File: config.mk
export PLATFORM = sky130hd
export DESIGN_NAME = ascii_bridge
export DESIGN_NICKNAME = d
export VERILOG_FILES = /design/src/design/bridge_pkg.sv /design/src/design/ascii_bridge.sv /design/src/design/response_formatter.sv /design/src/design/byte_fifo.sv /design/src/design/command_engine.sv /design/src/design/char_decoder.sv /design/src/design/uart_link.sv
export VERILOG_INCLUDE_DIRS = /design/src /design/src/design
export SDC_FILE = /design/constraint.sdc
export NUM_CORES = 1
export LEC_CHECK = 0
export ABC_AREA = 1
export BUFFER_PORTS_ARGS = -buffer_cell sky130_fd_sc_hd__buf_4
export CAP_MARGIN = 20
export CORE_AREA = 10 10 159 161
export DETAILED_ROUTE_END_ITERATION = 16
export DIE_AREA = 0 0 169 171
export PLACE_DENSITY = 0.59
export SYNTH_ARGS = -nofsm -noshare
export SYNTH_HDL_FRONTEND = slang
export SYNTH_HIERARCHICAL = 1
export SYNTH_SLANG_ARGS = --single-unit
File: constraint.sdc
create_clock -name clk -period 2.9 [get_ports clk]
set_clock_uncertainty 0.1 [all_clocks]
set_input_delay 0.435 -clock clk [delete_from_list [all_inputs] [get_ports clk]]
set_output_delay 0.435 -clock clk [all_outputs]
set_load 0.005 [all_outputs]
File: src/design/bridge_config.svh
`ifndef BRIDGE_CONFIG_SVH
`define BRIDGE_CONFIG_SVH

// Clocks per UART bit, kept short for simulation
`define BAUD_DIV 8

// Response FIFO geometry
`define FIFO_DEPTH 16
`define FIFO_AW 4

// ASCII 'r' leads every response line
`define RSP_PREFIX 8'h72

// Line terminator in both directions
`define CHAR_LF 8'h0a

`endif
File: src/design/bridge_pkg.sv
`default_nettype none

package bridge_pkg;

	// Kind of a command line, from its leading letter
	typedef enum logic [1:0] {
		CMD_WRITE = 2'd0,
		CMD_CTRL  = 2'd1,
		CMD_ADDR  = 2'd2
	} cmd_kind_t;

	// Execute stage FSM
	typedef enum logic [1:0] {
		EX_IDLE    = 2'd0,
		EX_COLLECT = 2'd1,
		EX_FLUSH   = 2'd2
	} exec_state_t;

	// Result stage FSM
	typedef enum logic [1:0] {
		RS_IDLE   = 2'd0,
		RS_PREFIX = 2'd1,
		RS_HEX    = 2'd2,
		RS_EOL    = 2'd3
	} rsp_state_t;

endpackage

`default_nettype wire

File: src/design/ascii_bridge.sv
`timescale 1ns/100ps
`default_nettype none

module ascii_bridge import bridge_pkg::*; (
	input  logic       clk,
	input  logic       reset,
	input  logic       rxd,
	output logic       txd,
	output logic [7:0] tgt_byte,
	output cmd_kind_t  tgt_kind,
	output logic       tgt_byte_valid,
	output logic       tgt_msg_end,
	input  logic [7:0] rsp_byte,
	input  logic       rsp_valid,
	input  logic       rsp_end
);

	logic [7:0] rx_data;
	logic       rx_valid;
	logic [7:0] tx_data;
	logic       tx_start;
	logic       tx_busy;
	logic       is_hex;
	logic [3:0] hex_val;
	logic       is_cmd;
	cmd_kind_t  cmd_kind;
	logic       is_eol;
	logic [7:0] rd_data;
	logic       rd_en;
	logic       empty;

	uart_link u_uart (
		.clk(clk), .reset(reset), .rxd(rxd), .txd(txd),
		.rx_data(rx_data), .rx_valid(rx_valid),
		.tx_data(tx_data), .tx_start(tx_start), .tx_busy(tx_busy)
	);

	char_decoder u_decode (
		.rx_data(rx_data), .rx_valid(rx_valid), .is_hex(is_hex), .hex_val(hex_val),
		.is_cmd(is_cmd), .cmd_kind(cmd_kind), .is_eol(is_eol)
	);

	command_engine u_exec (
		.clk(clk), .reset(reset), .is_hex(is_hex), .hex_val(hex_val),
		.is_cmd(is_cmd), .cmd_kind(cmd_kind), .is_eol(is_eol),
		.tgt_byte(tgt_byte), .tgt_kind(tgt_kind),
		.tgt_byte_valid(tgt_byte_valid), .tgt_msg_end(tgt_msg_end)
	);

	// Full flag stays internal, the FIFO drops on overflow itself
	byte_fifo u_fifo (
		.clk(clk), .reset(reset), .wr_data(rsp_byte), .wr_en(rsp_valid),
		.rd_data(rd_data), .rd_en(rd_en), .empty(empty), .full()
	);

	response_formatter u_result (
		.clk(clk), .reset(reset), .rsp_end(rsp_end), .rd_data(rd_data),
		.empty(empty), .rd_en(rd_en), .tx_data(tx_data),
		.tx_start(tx_start), .tx_busy(tx_busy)
	);

endmodule

`default_nettype wire

File: src/design/response_formatter.sv
`timescale 1ns/100ps
`default_nettype none
`include "bridge_config.svh"

module response_formatter import bridge_pkg::*; (
	input  logic       clk,
	input  logic       reset,
	input  logic       rsp_end,
	input  logic [7:0] rd_data,
	input  logic       empty,
	output logic       rd_en,
	output logic [7:0] tx_data,
	output logic       tx_start,
	input  logic       tx_busy
);

	rsp_state_t state;
	rsp_state_t next_state;
	logic       low_nib;
	logic       pend_end;

	// Lower-case ASCII for one nibble
	function automatic logic [7:0] hex_char(input logic [3:0] n);
		return (n < 4'd10) ? 8'h30 + {4'h0, n} : 8'h57 + {4'h0, n};
	endfunction

	always_comb begin
		next_state = state;
		tx_start = 1'b0;
		tx_data = 8'h00;
		rd_en = 1'b0;
		case (state)
			RS_IDLE: begin
				if (rsp_end || pend_end)
					next_state = RS_PREFIX;
			end
			RS_PREFIX: begin
				tx_data = `RSP_PREFIX;
				if (!tx_busy) begin
					tx_start = 1'b1;
					next_state = RS_HEX;
				end
			end
			RS_HEX: begin
				tx_data = hex_char(low_nib ? rd_data[3:0] : rd_data[7:4]);
				if (!tx_busy) begin
					// Empty at the start of a byte closes the line
					if (!low_nib && empty) begin
						next_state = RS_EOL;
					end else begin
						tx_start = 1'b1;
						rd_en = low_nib;
					end
				end
			end
			RS_EOL: begin
				tx_data = `CHAR_LF;
				if (!tx_busy) begin
					tx_start = 1'b1;
					next_state = RS_IDLE;
				end
			end
			default: next_state = RS_IDLE;
		endcase
	end

	always_ff @(posedge clk) begin
		if (reset) begin
			state <= RS_IDLE;
			low_nib <= 1'b0;
			pend_end <= 1'b0;
		end else begin
			state <= next_state;
			if (state == RS_IDLE)
				pend_end <= 1'b0;
			else if (rsp_end)
				pend_end <= 1'b1;
			if (state == RS_PREFIX)
				low_nib <= 1'b0;
			else if (state == RS_HEX && tx_start)
				low_nib <= !low_nib;
		end
	end

	// Transmitter must take every character the cycle it is offered
	a_start_taken: assert property (@(posedge clk) disable iff (reset)
		tx_start |=> tx_busy);

endmodule

`default_nettype wire

File: src/design/byte_fifo.sv
`timescale 1ns/100ps
`default_nettype none
`include "bridge_config.svh"

module byte_fifo (
	input  logic       clk,
	input  logic       reset,
	input  logic [7:0] wr_data,
	input  logic       wr_en,
	output logic [7:0] rd_data,
	input  logic       rd_en,
	output logic       empty,
	output logic       full
);

	logic [7:0]            mem [`FIFO_DEPTH];
	logic [`FIFO_AW-1:0]   wr_ptr;
	logic [`FIFO_AW-1:0]   rd_ptr;
	logic [`FIFO_AW:0]     count;
	logic                  do_wr;
	logic                  do_rd;

	// Writes to a full FIFO are lost
	assign do_wr = wr_en && !full;
	assign do_rd = rd_en && !empty;

	always_ff @(posedge clk) begin
		if (do_wr)
			mem[wr_ptr] <= wr_data;
	end

	always_ff @(posedge clk) begin
		if (reset) begin
			wr_ptr <= '0;
			rd_ptr <= '0;
			count <= '0;
		end else begin
			if (do_wr)
				wr_ptr <= wr_ptr + 1'b1;
			if (do_rd)
				rd_ptr <= rd_ptr + 1'b1;
			count <= count + (do_wr ? 1'b1 : 1'b0) - (do_rd ? 1'b1 : 1'b0);
		end
	end

	// Head entry is visible before the pop
	assign rd_data = mem[rd_ptr];
	assign empty = (count == '0);
	assign full = (count == (`FIFO_AW+1)'(`FIFO_DEPTH));

	a_no_read_empty: assert property (@(posedge clk) disable iff (reset)
		rd_en |-> !empty);

endmodule

`default_nettype wire

File: src/design/command_engine.sv
`timescale 1ns/100ps
`default_nettype none

module command_engine import bridge_pkg::*; (
	input  logic       clk,
	input  logic       reset,
	input  logic       is_hex,
	input  logic [3:0] hex_val,
	input  logic       is_cmd,
	input  cmd_kind_t  cmd_kind,
	input  logic       is_eol,
	output logic [7:0] tgt_byte,
	output cmd_kind_t  tgt_kind,
	output logic       tgt_byte_valid,
	output logic       tgt_msg_end
);

	exec_state_t state;
	cmd_kind_t   line_kind;
	logic [3:0]  hi_nib;
	logic        half;

	always_ff @(posedge clk) begin
		if (reset) begin
			state <= EX_IDLE;
			half <= 1'b0;
			tgt_byte_valid <= 1'b0;
			tgt_msg_end <= 1'b0;
		end else begin
			tgt_byte_valid <= 1'b0;
			tgt_msg_end <= 1'b0;
			if (is_cmd) begin
				// New letter restarts the line from any state
				line_kind <= cmd_kind;
				half <= 1'b0;
				state <= EX_COLLECT;
			end else begin
				case (state)
					EX_IDLE: begin
						// Stray digits and newlines before a command are dropped
					end
					EX_COLLECT: begin
						if (is_hex) begin
							if (half) begin
								tgt_byte <= {hi_nib, hex_val};
								tgt_kind <= line_kind;
								tgt_byte_valid <= 1'b1;
								half <= 1'b0;
							end else begin
								hi_nib <= hex_val;
								half <= 1'b1;
							end
						end else if (is_eol) begin
							// Odd digit count pads the low nibble
							if (half) begin
								tgt_byte <= {hi_nib, 4'h0};
								tgt_kind <= line_kind;
								tgt_byte_valid <= 1'b1;
							end
							tgt_msg_end <= 1'b1;
							half <= 1'b0;
							state <= EX_FLUSH;
						end
					end
					EX_FLUSH: state <= EX_IDLE;
					default: state <= EX_IDLE;
				endcase
			end
		end
	end

	// A digit or newline landing in the flush cycle would be lost
	a_no_char_in_flush: assert property (@(posedge clk) disable iff (reset)
		state == EX_FLUSH |-> !is_hex && !is_eol);

endmodule

`default_nettype wire

File: src/design/char_decoder.sv
`timescale 1ns/100ps
`default_nettype none
`include "bridge_config.svh"

module char_decoder import bridge_pkg::*; (
	input  logic [7:0] rx_data,
	input  logic       rx_valid,
	output logic       is_hex,
	output logic [3:0] hex_val,
	output logic       is_cmd,
	output cmd_kind_t  cmd_kind,
	output logic       is_eol
);

	always_comb begin
		is_hex = 1'b0;
		hex_val = 4'h0;
		is_cmd = 1'b0;
		cmd_kind = CMD_WRITE;
		is_eol = 1'b0;
		if (rx_valid) begin
			// Command letters take priority over the lower-case digits 'a' and 'c'
			if (rx_data == "w") begin
				is_cmd = 1'b1;
				cmd_kind = CMD_WRITE;
			end else if (rx_data == "c") begin
				is_cmd = 1'b1;
				cmd_kind = CMD_CTRL;
			end else if (rx_data == "a") begin
				is_cmd = 1'b1;
				cmd_kind = CMD_ADDR;
			end else if (rx_data >= "0" && rx_data <= "9") begin
				is_hex = 1'b1;
				hex_val = 4'(rx_data - 8'h30);
			end else if (rx_data >= "a" && rx_data <= "f") begin
				is_hex = 1'b1;
				hex_val = 4'(rx_data - 8'h57);
			end else if (rx_data >= "A" && rx_data <= "F") begin
				is_hex = 1'b1;
				hex_val = 4'(rx_data - 8'h37);
			end else if (rx_data == `CHAR_LF) begin
				is_eol = 1'b1;
			end
		end
	end

endmodule

`default_nettype wire

File: src/design/uart_link.sv
`timescale 1ns/100ps
`default_nettype none
`include "bridge_config.svh"

module uart_link (
	input  logic       clk,
	input  logic       reset,
	input  logic       rxd,
	output logic       txd,
	output logic [7:0] rx_data,
	output logic       rx_valid,
	input  logic [7:0] tx_data,
	input  logic       tx_start,
	output logic       tx_busy
);
	localparam int CW = $clog2(`BAUD_DIV + 1);
	localparam logic [CW-1:0] BIT_LAST = CW'(`BAUD_DIV - 1);
	localparam logic [CW-1:0] HALF_BIT = CW'(`BAUD_DIV / 2 - 1);

	logic          rx_meta;
	logic          rx_sync;
	logic          rx_active;
	logic [CW-1:0] rx_cnt;
	logic [3:0]    rx_bit;
	logic [7:0]    rx_shift;
	logic [CW-1:0] tx_cnt;
	logic [3:0]    tx_bit;
	logic [9:0]    tx_shift;

	// Two-flop synchronizer, line idles high
	always_ff @(posedge clk) begin
		if (reset) begin
			rx_meta <= 1'b1;
			rx_sync <= 1'b1;
		end else begin
			rx_meta <= rxd;
			rx_sync <= rx_meta;
		end
	end

	// Receiver timing: half a bit to the middle of start, then whole bits
	always_ff @(posedge clk) begin
		if (reset) begin
			rx_active <= 1'b0;
			rx_valid <= 1'b0;
			rx_cnt <= '0;
			rx_bit <= '0;
		end else begin
			rx_valid <= 1'b0;
			if (!rx_active) begin
				if (!rx_sync) begin
					rx_active <= 1'b1;
					rx_cnt <= HALF_BIT;
					rx_bit <= 4'd0;
				end
			end else if (rx_cnt != '0) begin
				rx_cnt <= rx_cnt - 1'b1;
			end else begin
				rx_cnt <= BIT_LAST;
				rx_bit <= rx_bit + 4'd1;
				if (rx_bit == 4'd0) begin
					// Line back high at mid start bit, just a glitch
					if (rx_sync)
						rx_active <= 1'b0;
				end else if (rx_bit == 4'd9) begin
					rx_active <= 1'b0;
					// Framing error drops the character
					rx_valid <= rx_sync;
				end
			end
		end
	end

	// Data bits arrive LSB first
	always_ff @(posedge clk) begin
		if (rx_active && rx_cnt == '0 && rx_bit >= 4'd1 && rx_bit <= 4'd8)
			rx_shift <= {rx_sync, rx_shift[7:1]};
	end

	// Shift register holds the byte until the next frame starts
	assign rx_data = rx_shift;

	// Transmitter: ten bit times per frame
	always_ff @(posedge clk) begin
		if (reset) begin
			tx_busy <= 1'b0;
			tx_cnt <= '0;
			tx_bit <= '0;
		end else if (!tx_busy) begin
			if (tx_start) begin
				tx_busy <= 1'b1;
				tx_cnt <= BIT_LAST;
				tx_bit <= 4'd0;
			end
		end else if (tx_cnt != '0) begin
			tx_cnt <= tx_cnt - 1'b1;
		end else begin
			tx_cnt <= BIT_LAST;
			tx_bit <= tx_bit + 4'd1;
			if (tx_bit == 4'd9)
				tx_busy <= 1'b0;
		end
	end

	// Frame is stop, data, start; shifts in ones behind it
	always_ff @(posedge clk) begin
		if (!tx_busy && tx_start)
			tx_shift <= {1'b1, tx_data, 1'b0};
		else if (tx_busy && tx_cnt == '0)
			tx_shift <= {1'b1, tx_shift[9:1]};
	end

	assign txd = tx_busy ? tx_shift[0] : 1'b1;

	a_no_start_while_busy: assert property (@(posedge clk) disable iff (reset)
		!(tx_start && tx_busy));

endmodule

`default_nettype wire

* After elaboration in Yosys (flattened, before gate mapping)
Memory sizes are Yosys's and may differ from the RTL's. A register that Yosys moved wholly into a read port is not among the register bits. Cells that the tools add are included.
Storage, ports and cells: register bits 76, memory bits (writable) 128, output and inout bits 13, logic and storage cells 222, memories 1
Memories:
- u_fifo.mem | depth 16, bits a word 8, read ports 1, clocked after Yosys merged registers in 1, write ports 1, line byte_fifo.sv:16 | logic [7:0] mem [`FIFO_DEPTH];
Cells by class: add/sub/neg operators 13, order comparisons 9, equality and inequality tests 24, muxes and demuxes 92, bitwise gates (word level) 8, reductions and logical operators 47
Operators with widths (number):
- 4-bit 2-to-1 mux | 22
- 1-bit 2-to-1 mux | 48
- 8-bit 2-to-1 mux | 5
- 8-bit by 7-bit == test with 1-bit output (second input constant) | 3
- 8-bit case mux with 3 select lines | 1
- 2-bit 2-to-1 mux | 11
- 9-bit 2-to-1 mux | 2
- 2-bit != test (second input constant) | 9
- 4-bit by 1-bit adder with 4-bit output (second input constant) | 4
- 8-bit by 7-bit >= comparator with 1-bit output (second input constant) | 2
- 8-bit by 7-bit less-or-equal comparator with 1-bit output (second input constant) | 2
- 5-bit AND reduction | 3
- 1-bit logical AND | 12
- 4-bit logical NOT | 3
- 4-bit by 1-bit subtractor with 4-bit output (second input constant) | 3
- 2-bit OR reduction | 5
- 7-bit by 4-bit adder with 8-bit output (first input constant) | 1
- 4-bit == test (second input constant) | 2
- 8-bit by 4-bit == test with 1-bit output (second input constant) | 1
- 8-bit by 6-bit >= comparator with 1-bit output (second input constant) | 1
- 8-bit by 6-bit less-or-equal comparator with 1-bit output (second input constant) | 1
- 1-bit NOT | 8
- 2-bit case mux with 4 select lines | 1
- 2-bit AND reduction | 4
- other kinds (25) | 39

* Depth between registers and ports, before layout
depth in word-level cells 13, depth in mapped cells 19, depth with buffers taken out 18

* Hierarchy
Netlist, hierarchy kept.
Modules (own cells, without submodules):
- byte_fifo | times used 1, cells each 650, area each 6432.4 µm²
- uart_link | times used 1, cells each 193, area each 1719.1 µm²
- command_engine | times used 1, cells each 56, area each 770.7 µm²
- response_formatter | times used 1, cells each 80, area each 491.7 µm²
- char_decoder | times used 1, cells each 62, area each 316.6 µm²

* Worst setup path before layout
No wires, ideal clock.
path type register -> register, start point register u_result.state[0], end point register u_fifo.count[4], setup time 0.113 ns, arrival time 2.324 ns, setup slack 0.363 ns, cell stages (with the launch flop) 17, buffers on the path 0, clock period less this slack 2.537 ns, cell sequence dfxtp_1 inv_1 ha_1 inv_2 nor3_1 nand2_1 inv_1 ha_1 inv_1 ha_1 fa_1 nand2_1 a21oi_1 nor2_1 nand2_1 nand2_1 nor2_1
On the way: word-level cells in the longest chain between the ends 5
Ends and longest elaborated chain:
- start: declaration | line response_formatter.sv:17 | rsp_state_t state;
- start signal: assignment | line response_formatter.sv:73 | state <= next_state;
- 2-bit == test | line response_formatter.sv:32 | case (state)
- 1-bit 2-to-1 mux | line response_formatter.sv:32
- net rd_en | line ascii_bridge.sv:29 | logic rd_en;
- 1-bit logical AND | line byte_fifo.sv:25 | assign do_rd = rd_en && !empty;
- 1-bit 2-to-1 mux | line byte_fifo.sv:42 | count <= count + (do_wr ? 1'b1 : 1'b0) - (do_rd ? 1'b1 : 1'b0);
- 5-bit subtractor | line byte_fifo.sv:42
- end signal: assignment | line byte_fifo.sv:42
- end: declaration | line byte_fifo.sv:19 | logic [`FIFO_AW:0] count;
The timed path passes the listed nets, and every way through them passes these cells. A chain may end at the register's enable or synchronous reset.

* Worst setup path in the final report
start point register u_result.state[1], end point register u_fifo.count[4]
The elaborated chain is that of the path after synthesis.

==> summary.md <==
| Metric | Value |
|---|---|
| Status | finished clean |
| Peak Freq | 379 MHz |
| Placeable Area | around 22000 µm² |
| PortBufs | 25 |
| Worst path arrival time | 2.93 ns |
| Final Net Count | 1130 |
| Met2 WL post-DR | 8950 µm |
| 1st-iter DRT viols | 478 |
| Kind of cell adding the most delay to the critical path | adder cells |
| Crit path max fanout | 7 |
| Number of CTS-inserted buffers | 22 |
| Sum Neg Setup Slack | 0 ns |
| Clk buf depth | 3 |
| TritonRoute pass-1 iters | 5 |
| Initial core utilization | 43.8% |
| RSZ-0062 raised after global routing | no |
| Slowest stage delay, CP | approximately 0.43 ns |
| Wire per inst | 14.3 µm |
| Clk sink count | 208 |
| Vias in the first global route | 6495 |
| Root Driver | clkbuf_16 |
| Leakage | 4.76 nW |
| N_diodes | 0 |
| Number of routed nets with antenna violations | 0 |
| Worst path slowest cell | dfxtp_1 |
| Top cell by count, worst path | nand2_1 |
| CTS Hold Bufs | 0 |
| Final setup violating endpoints | 0 |
| Worst-margin pin slew | 0.722 ns |
| Pin count of the biggest net entering global routing | 39 |
| Setup ws final | 0.262 ns |
| Rel. slew slack | between 50% and 60% |
| CTS tree | done |
| Clk Latency, worst-skew pair | 0.50 ns |
| DR vias | 6686 |
| Syn_nets | 1083 |
| H-tree levels | 1 |
| # IOs | 26 |
| Mean post-synth cell area | 9.35 µm² |
| Max-slew violations | 0 |
| Clk slew on worst S/H paths | 0.06 ns |
| GRT Resource Usage Total | between 10% and 20% |
| Gate Count Post-Synth | 1040 |
| Max-cap violations | 0 |
| Met3 wire length | 1070 µm |
| Pre-CTS setup slack | approximately 0.21 ns |
| Area grow syn2layout | 12.9% |
| Global-route wire length before repair | 32800 µm |
| WS Path Type | reg -> reg |
| Worst setup SP type | flop |
| Number of remaining DRC errors | 0 |
| Vias per cell | between 4 and 5 |
| Worst endpoint required time | between 3 and 4 ns |
| Synthesis Warnings | 6 |
| Post-Syn Area | 9730 µm² |
| Antenna violations before repair | 0 |
| Fin crit share | 91.0% |
| CP Cell Sequence | ha_2, inv_2, nor3_1, nand2_1, inv_1, ha_1, inv_1, ha_1, fa_1, nand2_1, a21oi_1, nor2_1, nand2_1, nand2_1, nor2_1 |
| Total wire length | 19800 µm |
| Grt total ovfl | 0 |
| Die area | 28900 µm² |
| Final Hold Viols | 0 |
| Chip Height | around 170 µm |
| M1 wire length | about 9500 µm |
| Hold_ws | 0.0246 ns |
| Die X | 169 µm |
| Maximum VDD drop | 0.322 mV |
| Share of cells above drive strength 1 | ~11% |
| CP endpoint kind | flop |
| GPL Wtd Cong | 0.814 |
| Fill cell count | approximately 2100 |
| Power Dens Cells | between 600 and 700 nW/µm² |
| HP Class | in -> reg |
| Tmin final | 2.64 ns |
| CP Buf/Inv Count | 3 |
| Row cnt | 55 |
| Post-DP HPWL | between 10000 and 15000 µm |
| Max Used Layer | met4 |
-- where the power goes --
| part | switching, mW | internal, mW |
|---|---|---|
| registers | 0.0980 | 3.42 |
| clock network | 1.09 | 1.54 |
| logic | 0.697 | 0.353 |
| total | 1.89 | 5.31 |
-- sequential cells by signal, indices dropped and copies added (netlist names), 2 cells and up, named ones only --
name / count
u_fifo/mem: 128
u_uart/tx_shift: 9
u_exec/tgt_byte: 8
u_uart/rx_data: 8
u_fifo/count: 5
u_exec/hi_nib: 4
u_fifo/rd_ptr: 4
u_fifo/wr_ptr: 4
u_uart/rx_bit: 4
u_uart/rx_cnt: 4
u_uart/tx_bit: 4
u_uart/tx_cnt: 4
u_exec/line_kind: 2
u_exec/state: 2
u_exec/tgt_kind: 2
u_result/state: 2
-- placed cells by master (no fill, tap or decap), drive strengths merged --
cell and instances:
nand2 298, o21ai 15, nand4 7, bufinv 1
a21oi 26, fa 1, nor4 2, nor3 9
a21boi 1, mux2i 1, o21a 2, a221oi 1
clkinvlp 1, nand3b 3, clkinv 7, a211oi 1
buf 53, o22ai 1, inv 178, xor2 7
xnor2 1, ha 29, nor2 75, nand3 138
dfxtp 48, edfxtp 160, and3 1, clkbuf 31
or2 3, a31oi 1, conb 1
-- stage by stage --
stage                     std cells  total power, mW  utilization (%)  instance area (µm²)
final                          1388             7.20             49.4                11000
after global placement         1348             4.63             46.4                10300
after global routing           1388             7.57             49.4                11000
after CTS                      1388             7.28             49.4                11000
after floorplan                1040             4.34                -                 9730
after detailed placement       1348             4.63             46.4                10300
-- routing by layer --
metal / vias to the layer above / GRT usage, %
li1: 3440 / -
met1: 3107 / 18.7
met2: 114 / 22.4
met3: 25 / 2.18
met4: 0 / 3.90
met5: - / 0
-- timing repair --
item | CTS | global route
buffers inserted | 0 | 0
endpoints found under the hold margin | 0 | 0
setup endpoints to repair | 0 | 1
gates resized for setup | 0 | 1
-- final timing paths --
kind	from	to	slack (ns)	cells past startpoint
worst min register to register	u_uart/rx_meta$_SDFF_PP1_	u_uart/rx_sync$_SDFF_PP1_	0.31	1
worst max register to register	u_result/state[1]$_SDFFE_PP0P_	u_fifo/count[4]$_SDFF_PP0_	0.26	15
worst max-delay path	u_result/state[1]$_SDFFE_PP0P_	u_fifo/count[4]$_SDFF_PP0_	0.26	15
worst min-delay path	rxd	u_uart/rx_meta$_SDFF_PP1_	0.02	2
-- final cells by class --
type	instances	area [µm²]	share of cell area, %
Multi-Input combinational cell	624	3080	28.0
Sequential cell	208	5770	52.5
Inverter	178	671	6.11
Clock inverter	9	65.1	0.593
Timing Repair Buffer	53	435	3.97
Tap cell	285	357	3.25
Clock buffer	31	606	5.52
(Power assumes the default switching activity.)
